File: config.mk
export PLATFORM = sky130hd
export DESIGN_NAME = cpu_trace
export DESIGN_NICKNAME = d
export VERILOG_FILES = /design/src/design/trace_pkg.sv /design/src/design/uart_pkg.sv /design/src/design/char_fifo_if.sv /design/src/design/trace_capture.sv /design/src/design/char_fifo.sv /design/src/design/uart_tx.sv /design/src/design/trace_sender.sv /design/src/design/cpu_trace.sv
export VERILOG_INCLUDE_DIRS = /design/src /design/src/include
export SDC_FILE = /design/constraint.sdc
export NUM_CORES = 1
export LEC_CHECK = 0
export BUFFER_PORTS_ARGS = -buffer_cell sky130_fd_sc_hd__buf_2
export CAP_MARGIN = 0
export CORE_MARGIN = 2
export CORE_UTILIZATION = 44
export CTS_BUF_LIST = sky130_fd_sc_hd__clkbuf_2 sky130_fd_sc_hd__clkbuf_4 sky130_fd_sc_hd__clkbuf_8
export DETAILED_ROUTE_END_ITERATION = 10
export SLEW_MARGIN = 40
export SYNTH_ARGS = -nofsm -noshare
export SYNTH_HDL_FRONTEND = slang
export SYNTH_HIERARCHICAL = 1
export SYNTH_SLANG_ARGS = --single-unit
File: constraint.sdc
create_clock -name clk -period 3.4 [get_ports clk]
set_clock_uncertainty 0.15 [all_clocks]
set_input_delay 0.17 -clock clk [delete_from_list [all_inputs] [get_ports clk]]
set_output_delay 0.17 -clock clk [all_outputs]
set_load 0.03 [all_outputs]
File: src/include/trace_cfg.svh
`ifndef TRACE_CFG_SVH
`define TRACE_CFG_SVH

// Clock cycles per serial bit
`define TRACE_BAUD_DIV 16'd8

// Idle cycles before each FIFO read
`define TRACE_GAP_CYCLES 32'd12

// One step worth of records
`define TRACE_FIFO_RECORDS 4

`endif

File: src/design/trace_pkg.sv
package trace_pkg;

	typedef logic [7:0] char_t;

	// Eight characters, first one out in the top byte
	typedef logic [63:0] record_t;

	typedef logic [3:0] nibble_t;

	localparam char_t CHAR_ZERO = 8'h30;
	// 'A' minus ten
	localparam char_t CHAR_ALPHA_BASE = 8'h37;
	localparam char_t CHAR_CR = 8'h0d;
	localparam char_t CHAR_LF = 8'h0a;

	typedef enum logic [2:0] {
		IDLE,
		INSTR,
		ADDR,
		DATA,
		TAIL
	} step_state_t;

endpackage

File: src/design/uart_pkg.sv
package uart_pkg;

	// Start, eight data bits, stop
	localparam int FRAME_BITS = 10;

	typedef enum logic [1:0] {
		TX_IDLE,
		TX_SHIFT,
		TX_STOP
	} tx_state_t;

	typedef enum logic [1:0] {
		SEND_IDLE,
		SEND_GAP,
		SEND_POP,
		SEND_START
	} send_state_t;

endpackage

File: src/design/char_fifo_if.sv
`timescale 1ns/1ns

interface char_fifo_if;

	logic wr;
	trace_pkg::record_t wdata;
	logic rd;
	trace_pkg::char_t rdata;
	logic empty;
	logic full;

	modport writer (
		output wr, wdata,
		input full, empty
	);

	modport store (
		input wr, wdata, rd,
		output rdata, empty, full
	);

	modport reader (
		output rd,
		input rdata, empty
	);

endinterface

File: src/design/trace_capture.sv
`timescale 1ns/1ns

module trace_capture (
	input logic clk,
	input logic rst,
	input logic [31:0] instruction,
	input logic [31:0] data_mem_addr,
	input logic [31:0] data_mem_write_data,
	input logic data_mem_wr,
	input logic cpu_halted,
	input logic sender_idle,
	output logic halt_cpu,
	char_fifo_if.writer fifo
);

	trace_pkg::step_state_t state;
	trace_pkg::step_state_t next_state;
	logic release_cpu;
	trace_pkg::char_t wr_flag_char;

	function automatic trace_pkg::char_t hex_char(input trace_pkg::nibble_t n);
		if (n < 4'd10)
			return trace_pkg::CHAR_ZERO + {4'h0, n};
		return trace_pkg::CHAR_ALPHA_BASE + {4'h0, n};
	endfunction

	// Most significant nibble lands in the top byte
	function automatic trace_pkg::record_t hex_record(input logic [31:0] value);
		trace_pkg::record_t rec;
		for (int i = 0; i < 8; i++) begin
			rec[i*8 +: 8] = hex_char(value[i*4 +: 4]);
		end
		return rec;
	endfunction

	// Only step when everything downstream has drained
	assign release_cpu = (state == trace_pkg::IDLE) && fifo.empty && sender_idle
		&& !cpu_halted;
	assign halt_cpu = !release_cpu;

	assign wr_flag_char = trace_pkg::CHAR_ZERO | {7'b0, data_mem_wr};

	always_ff @(posedge clk or posedge rst) begin
		if (rst)
			state <= trace_pkg::IDLE;
		else
			state <= next_state;
	end

	always_comb begin
		next_state = trace_pkg::IDLE;
		case (state)
			trace_pkg::IDLE: next_state = release_cpu ? trace_pkg::INSTR : trace_pkg::IDLE;
			trace_pkg::INSTR: next_state = trace_pkg::ADDR;
			trace_pkg::ADDR: next_state = trace_pkg::DATA;
			trace_pkg::DATA: next_state = trace_pkg::TAIL;
			default: next_state = trace_pkg::IDLE;
		endcase
	end

	assign fifo.wr = (state != trace_pkg::IDLE);

	always_comb begin
		case (state)
			trace_pkg::INSTR: fifo.wdata = hex_record(instruction);
			trace_pkg::ADDR: fifo.wdata = hex_record(data_mem_addr);
			trace_pkg::DATA: fifo.wdata = hex_record(data_mem_write_data);
			trace_pkg::TAIL: fifo.wdata = {{5{trace_pkg::CHAR_ZERO}}, wr_flag_char,
				trace_pkg::CHAR_CR, trace_pkg::CHAR_LF};
			default: fifo.wdata = '0;
		endcase
	end

	a_no_write_when_full: assert property (
		@(posedge clk) disable iff (rst) fifo.wr |-> !fifo.full
	) else $error("record written to a full FIFO");

	// CPU must stay frozen while the fields are sampled
	a_fields_stable: assert property (
		@(posedge clk) disable iff (rst)
		(state inside {trace_pkg::ADDR, trace_pkg::DATA, trace_pkg::TAIL})
		|-> $stable({instruction, data_mem_addr, data_mem_write_data, data_mem_wr})
	) else $error("CPU fields changed during capture");

endmodule

File: src/design/char_fifo.sv
`timescale 1ns/1ns
`include "trace_cfg.svh"

module char_fifo (
	input logic clk,
	input logic rst,
	char_fifo_if.store fifo
);

	localparam int RECORDS = `TRACE_FIFO_RECORDS;
	localparam int REC_CHARS = 8;
	localparam int CHARS = RECORDS * REC_CHARS;
	localparam int WP_W = $clog2(RECORDS);
	localparam int RP_W = $clog2(CHARS);
	localparam int CNT_W = $clog2(CHARS + 1);

	trace_pkg::record_t mem [RECORDS];
	logic [WP_W-1:0] wr_ptr;
	// Upper bits pick the record, low three the byte
	logic [RP_W-1:0] rd_ptr;
	logic [CNT_W-1:0] count;
	trace_pkg::record_t cur_rec;
	logic [2:0] byte_sel;

	always_ff @(posedge clk) begin
		if (fifo.wr)
			mem[wr_ptr] <= fifo.wdata;
	end

	always_ff @(posedge clk or posedge rst) begin
		if (rst) begin
			wr_ptr <= '0;
			rd_ptr <= '0;
			count <= '0;
		end else begin
			if (fifo.wr)
				wr_ptr <= wr_ptr + 1'b1;
			if (fifo.rd)
				rd_ptr <= rd_ptr + 1'b1;
			case ({fifo.wr, fifo.rd})
				2'b10: count <= count + CNT_W'(REC_CHARS);
				2'b01: count <= count - 1'b1;
				2'b11: count <= count + CNT_W'(REC_CHARS - 1);
				default: count <= count;
			endcase
		end
	end

	// Show-ahead, top byte first
	assign cur_rec = mem[rd_ptr[RP_W-1:3]];
	assign byte_sel = ~rd_ptr[2:0];
	assign fifo.rdata = cur_rec[{byte_sel, 3'b000} +: 8];

	assign fifo.empty = (count == '0);
	// Full means no room for another whole record
	assign fifo.full = (count > CNT_W'(CHARS - REC_CHARS));

	a_no_read_when_empty: assert property (
		@(posedge clk) disable iff (rst) fifo.rd |-> !fifo.empty
	) else $error("character read from an empty FIFO");

	a_count_bound: assert property (
		@(posedge clk) disable iff (rst) count <= CNT_W'(CHARS)
	) else $error("FIFO count over capacity");

endmodule

File: src/design/uart_tx.sv
`timescale 1ns/1ns
`include "trace_cfg.svh"

module uart_tx (
	input logic clk,
	input logic rst,
	input logic start,
	input trace_pkg::char_t data,
	output logic busy,
	output logic tx
);

	localparam int BIT_W = $clog2(uart_pkg::FRAME_BITS);

	uart_pkg::tx_state_t state;
	logic [15:0] baud_cnt;
	logic [BIT_W-1:0] bit_cnt;
	logic [uart_pkg::FRAME_BITS-1:0] shift;
	logic baud_tick;

	assign baud_tick = (baud_cnt == `TRACE_BAUD_DIV - 16'd1);

	always_ff @(posedge clk or posedge rst) begin
		if (rst) begin
			state <= uart_pkg::TX_IDLE;
			baud_cnt <= '0;
			bit_cnt <= '0;
			shift <= '1;
		end else begin
			case (state)
				uart_pkg::TX_IDLE: begin
					if (start) begin
						// Stop, data, start; shifted out from bit 0
						shift <= {1'b1, data, 1'b0};
						baud_cnt <= '0;
						bit_cnt <= '0;
						state <= uart_pkg::TX_SHIFT;
					end
				end
				uart_pkg::TX_SHIFT: begin
					if (baud_tick) begin
						baud_cnt <= '0;
						shift <= {1'b1, shift[uart_pkg::FRAME_BITS-1:1]};
						bit_cnt <= bit_cnt + 1'b1;
						if (bit_cnt == BIT_W'(uart_pkg::FRAME_BITS - 2))
							state <= uart_pkg::TX_STOP;
					end else begin
						baud_cnt <= baud_cnt + 16'd1;
					end
				end
				default: begin
					if (baud_tick) begin
						baud_cnt <= '0;
						state <= uart_pkg::TX_IDLE;
					end else begin
						baud_cnt <= baud_cnt + 16'd1;
					end
				end
			endcase
		end
	end

	assign busy = (state != uart_pkg::TX_IDLE);
	assign tx = shift[0];

endmodule

File: src/design/trace_sender.sv
`timescale 1ns/1ns
`include "trace_cfg.svh"

module trace_sender (
	input logic clk,
	input logic rst,
	char_fifo_if.reader fifo,
	output logic sender_idle,
	output logic tx
);

	uart_pkg::send_state_t state;
	logic [31:0] gap_cnt;
	trace_pkg::char_t tx_byte;
	logic start;
	logic busy;

	always_ff @(posedge clk or posedge rst) begin
		if (rst) begin
			state <= uart_pkg::SEND_IDLE;
			gap_cnt <= '0;
		end else begin
			case (state)
				uart_pkg::SEND_IDLE: begin
					gap_cnt <= '0;
					if (!fifo.empty && !busy)
						state <= uart_pkg::SEND_GAP;
				end
				uart_pkg::SEND_GAP: begin
					gap_cnt <= gap_cnt + 32'd1;
					if (gap_cnt == `TRACE_GAP_CYCLES - 32'd1)
						state <= uart_pkg::SEND_POP;
				end
				uart_pkg::SEND_POP: state <= uart_pkg::SEND_START;
				default: state <= uart_pkg::SEND_IDLE;
			endcase
		end
	end

	// Byte held for the transmitter load
	always_ff @(posedge clk) begin
		if (state == uart_pkg::SEND_POP)
			tx_byte <= fifo.rdata;
	end

	assign fifo.rd = (state == uart_pkg::SEND_POP);
	assign start = (state == uart_pkg::SEND_START);
	assign sender_idle = (state == uart_pkg::SEND_IDLE) && !busy;

	uart_tx u_tx (
		.clk(clk),
		.rst(rst),
		.start(start),
		.data(tx_byte),
		.busy(busy),
		.tx(tx)
	);

	a_start_when_free: assert property (
		@(posedge clk) disable iff (rst) start |-> !busy
	) else $error("transmitter started while busy");

endmodule

File: src/design/cpu_trace.sv
`timescale 1ns/1ns

module cpu_trace (
	input logic clk,
	input logic rst,
	input logic [31:0] instruction,
	input logic [31:0] data_mem_addr,
	input logic [31:0] data_mem_write_data,
	input logic data_mem_wr,
	input logic cpu_halted,
	output logic tx,
	output logic halt_cpu
);

	logic sender_idle;

	char_fifo_if fifo_bus ();

	trace_capture u_capture (
		.clk(clk),
		.rst(rst),
		.instruction(instruction),
		.data_mem_addr(data_mem_addr),
		.data_mem_write_data(data_mem_write_data),
		.data_mem_wr(data_mem_wr),
		.cpu_halted(cpu_halted),
		.sender_idle(sender_idle),
		.halt_cpu(halt_cpu),
		.fifo(fifo_bus.writer)
	);

	char_fifo u_fifo (
		.clk(clk),
		.rst(rst),
		.fifo(fifo_bus.store)
	);

	// Sender idle gates the next CPU step
	trace_sender u_sender (
		.clk(clk),
		.rst(rst),
		.fifo(fifo_bus.reader),
		.sender_idle(sender_idle),
		.tx(tx)
	);

endmodule

==> results.py <==
metrics = {
    "placed_design": {
        "portBuffers": 101,
        "dp_hpwl_microns": 29400,
        "gp_congestion": 0.895,
    },
    "timing": {
        "finalCritPeriodShare_pct": 87.2,
        "hold_viol": 0,
        "timing.final.max_slew_violations": 0,
        "rsz0062_at_grt": "false",
        "fin_crit_ns": 2.97,
        "max_freq_ghz": 0.337,
        "slew_headroom_pct": 39.1,
        "worst_pin_slew_ns": 0.908,
        "tns_ns": 0,
        "setup_viol": 0,
    },
    "pwr": {
        "peakVddDrop_mv": 0.252,
        "power.total_mw": 8.18,
        "power_density_nw_per_um2": 409,
        "p_leak_nw": 7.43,
    },
    "die": {
        "start_util_pct": 44.4,
        "die_y_microns": 204,
        "design.die.area_sq_um": 41600,
        "die_x_microns": 204,
        "fp-row-count": 73,
        "fp.coreArea_sq_um": 39600,
        "ios": 102,
    },
    "synthesis": {
        "syn_area_sq_um": 17600,
        "synth_cells": 1429,
        "yosysWarningCount": 6,
        "synth.avg_cell_area_sq_um": 12.3,
    },
    "setup_path": {
        "r2r_end": "u_fifo/mem[1][27]$_DFFE_PP_",
        "worstPathMaxFanout": 26,
        "cp_cell_sequence": "or3b_2, nor4b_1, a41oi_1, o41ai_1, dlygate4sd3_1",
        "reg2reg_setup_slack_ns": 0.43,
        "crit_buf_inv": 1,
        "critPathMaxStageDelay_ns": 0.81,
        "crit_path_start_kind": "register",
        "crit_required_ns": 3.68,
        "critical_path_class": "reg2reg",
        "critical_path.startpoint": "u_capture/state[1]$_DFF_PP0_",
        "cp_top_family": "simple AND/OR/NAND/NOR gates",
        "r2r_cells": 5,
        "endpoint": "u_fifo/mem[1][27]$_DFFE_PP_",
        "cp_slowest_cell": "or3b_2",
        "path_depth": 5,
        "reg2reg_from": "u_capture/state[1]$_DFF_PP0_",
        "cp.arrival_ns": 3.24,
        "end_kind": "register",
    },
    "clocking": {
        "cts_buffer_depth": 3,
        "clock_sinks": 345,
        "h-tree-depth": 2,
        "tritoncts": "done",
        "numCtsBuffers": 58,
        "path_clk_slew_ns": 0.06,
        "ctsRootBufferMaster": "clkbuf_8",
        "post-cts-setup-buffers": 0,
        "worstSkewPairLatency_ns": 0.60,
        "post_cts_resized": 0,
    },
    "hold_path": {
        "hold_path.class": "in2reg",
        "worstHoldPathCells": 4,
    },
    "layout": {
        "synthToLayoutAreaGrowth_pct": 13.4,
        "drive_gt1_share_pct": 18.9,
        "diodes": 0,
        "num-nets-final": 1716,
    },
    "global_route": {
        "gr-total-overflow": 0,
        "grt_pass1_wl_microns": 68600,
        "grt_max_degree": 65,
        "gr-usage-all-layers_pct": 21.0,
        "antenna_found_initial": 0,
        "first_global_vias": 12400,
    },
    "run_status": {
        "status": "completed",
    },
    "drt": {
        "ant_nets": 0,
        "drt_iter0_drc": 992,
        "via_per_inst": 5.74,
        "wl_per_cell_microns": 20.2,
        "dr.pass1.iters": 5,
        "vias": 12300,
        "drt-total-wl_microns": 43200,
        "drcViolationCount": 0,
    },
    "flow_run": {
        "drv_cap": 0,
    },
}
==> final cells by class <==
cell class	instances	area (sq um)
Fill cell	3540	19700
Clock buffer	70	895
Clock inverter	33	141
Tap cell	525	657
Timing Repair Buffer	153	1030
Inverter	80	300
Sequential cell	345	9970
Multi-Input combinational cell	936	6970
==> worst register-to-register path: cells and delay by family (launching register included) <==
| kind | cells | cell delay (ns) |
|---|---|---|
| flip-flops | 1 | 0.53 |
| AO/OA/AOI/OAI | 2 | 0.18 |
| AND/OR/NAND/NOR | 2 | 1.24 |
| buffers and inverters | 1 | 0.69 |
==> report_power, final <==
part           switching, mW  internal [mW]  leakage (nW)
logic                  0.210          0.136          3.44
registers                  0           4.50          3.45
clock network           1.61           1.72         0.547
==> placed cells by master, fill, tap and decap left out, types with 7 or more instances in the layout <==
master           n
edfxtp_1       264
nand2_1        134
buf_2          101
mux2i_1         93
a21oi_1         78
inv_1           77
nand3_1         72
dfrtp_1         69
o21ai_0         67
clkbuf_8        59
ha_1            42
a31oi_1         36
a22oi_1         32
xnor2_1         29
nor2_1          29
nor3_1          28
mux4_2          27
buf_4           26
clkinv_1        25
dlygate4sd3_1   18
nor2b_1         17
a22o_1          16
a211oi_1        15
or3_1           14
nand4_1         12
clkbuf_4        11
o22ai_1         11
nand2b_1         9
nor4_1           9
dfstp_2          9
and4b_1          8
conb_1           8
o21bai_1         7
o221ai_1         7
a221oi_1         7
buf_12           7
==> layer usage <==
| metal | GRT usage (%) | part of all wire (%) | vias up |
|---|---|---|---|
| met4 | 6.08 | 2.0 | 0 |
| met3 | 3.19 | 5.4 | 58 |
| met1 | 29.0 | 45 | 6070 |
| li1 | - | - | 5777 |
| met2 | 34.6 | 47 | 383 |
| met5 | 0 | 0 | - |
==> worst min path at each step <==
stage          slack [ns]                           end                     from
3_5_place_dp         0.02  u_capture/state[1]$_DFF_PP0_                      rst
3_3_place_gp        0.009  u_capture/state[1]$_DFF_PP0_                      rst
5_1_grt              0.05   u_fifo/mem[3][48]$_DFFE_PP_  data_mem_write_data[24]
4_1_cts             0.008   u_fifo/mem[0][10]$_DFFE_PP_           instruction[6]
2_1_floorplan       -0.23  u_capture/state[0]$_DFF_PP0_                      rst
6_report             0.03   u_fifo/mem[0][10]$_DFFE_PP_           instruction[6]
==> through the flow <==
step	cell area, sq um	hold slack (ns)	setup WS [ns]	utilization (%)	instances
after floorplan	17600	-0.226	0.132	-	1436
after detailed placement	18700	0.0156	0.845	47.2	2020
final	20000	0.0330	0.434	50.4	2142
after global placement	18700	0.00936	0.897	47.2	2020
after global routing	20000	0.0452	0.289	50.4	2142
after CTS	19900	0.00751	0.494	50.3	2141
==> sequential cells by signal, indices dropped and copies added (netlist names), 3 cells and up <==
signal	flops
u_sender/tx_byte	8
u_sender/gap_cnt	32
u_sender/u_tx/shift	9
u_sender/u_tx/bit_cnt	4
u_fifo/rd_ptr	5
u_sender/u_tx/baud_cnt	16
u_capture/state	3
u_fifo/count	6
u_fifo/mem	256
==> repair_timing <==
action,4_1_cts,5_1_grt
hold buffers,18,0
endpoints found under the hold margin,108,0
setup endpoints to repair,0,0
(Power assumes the default switching activity.)
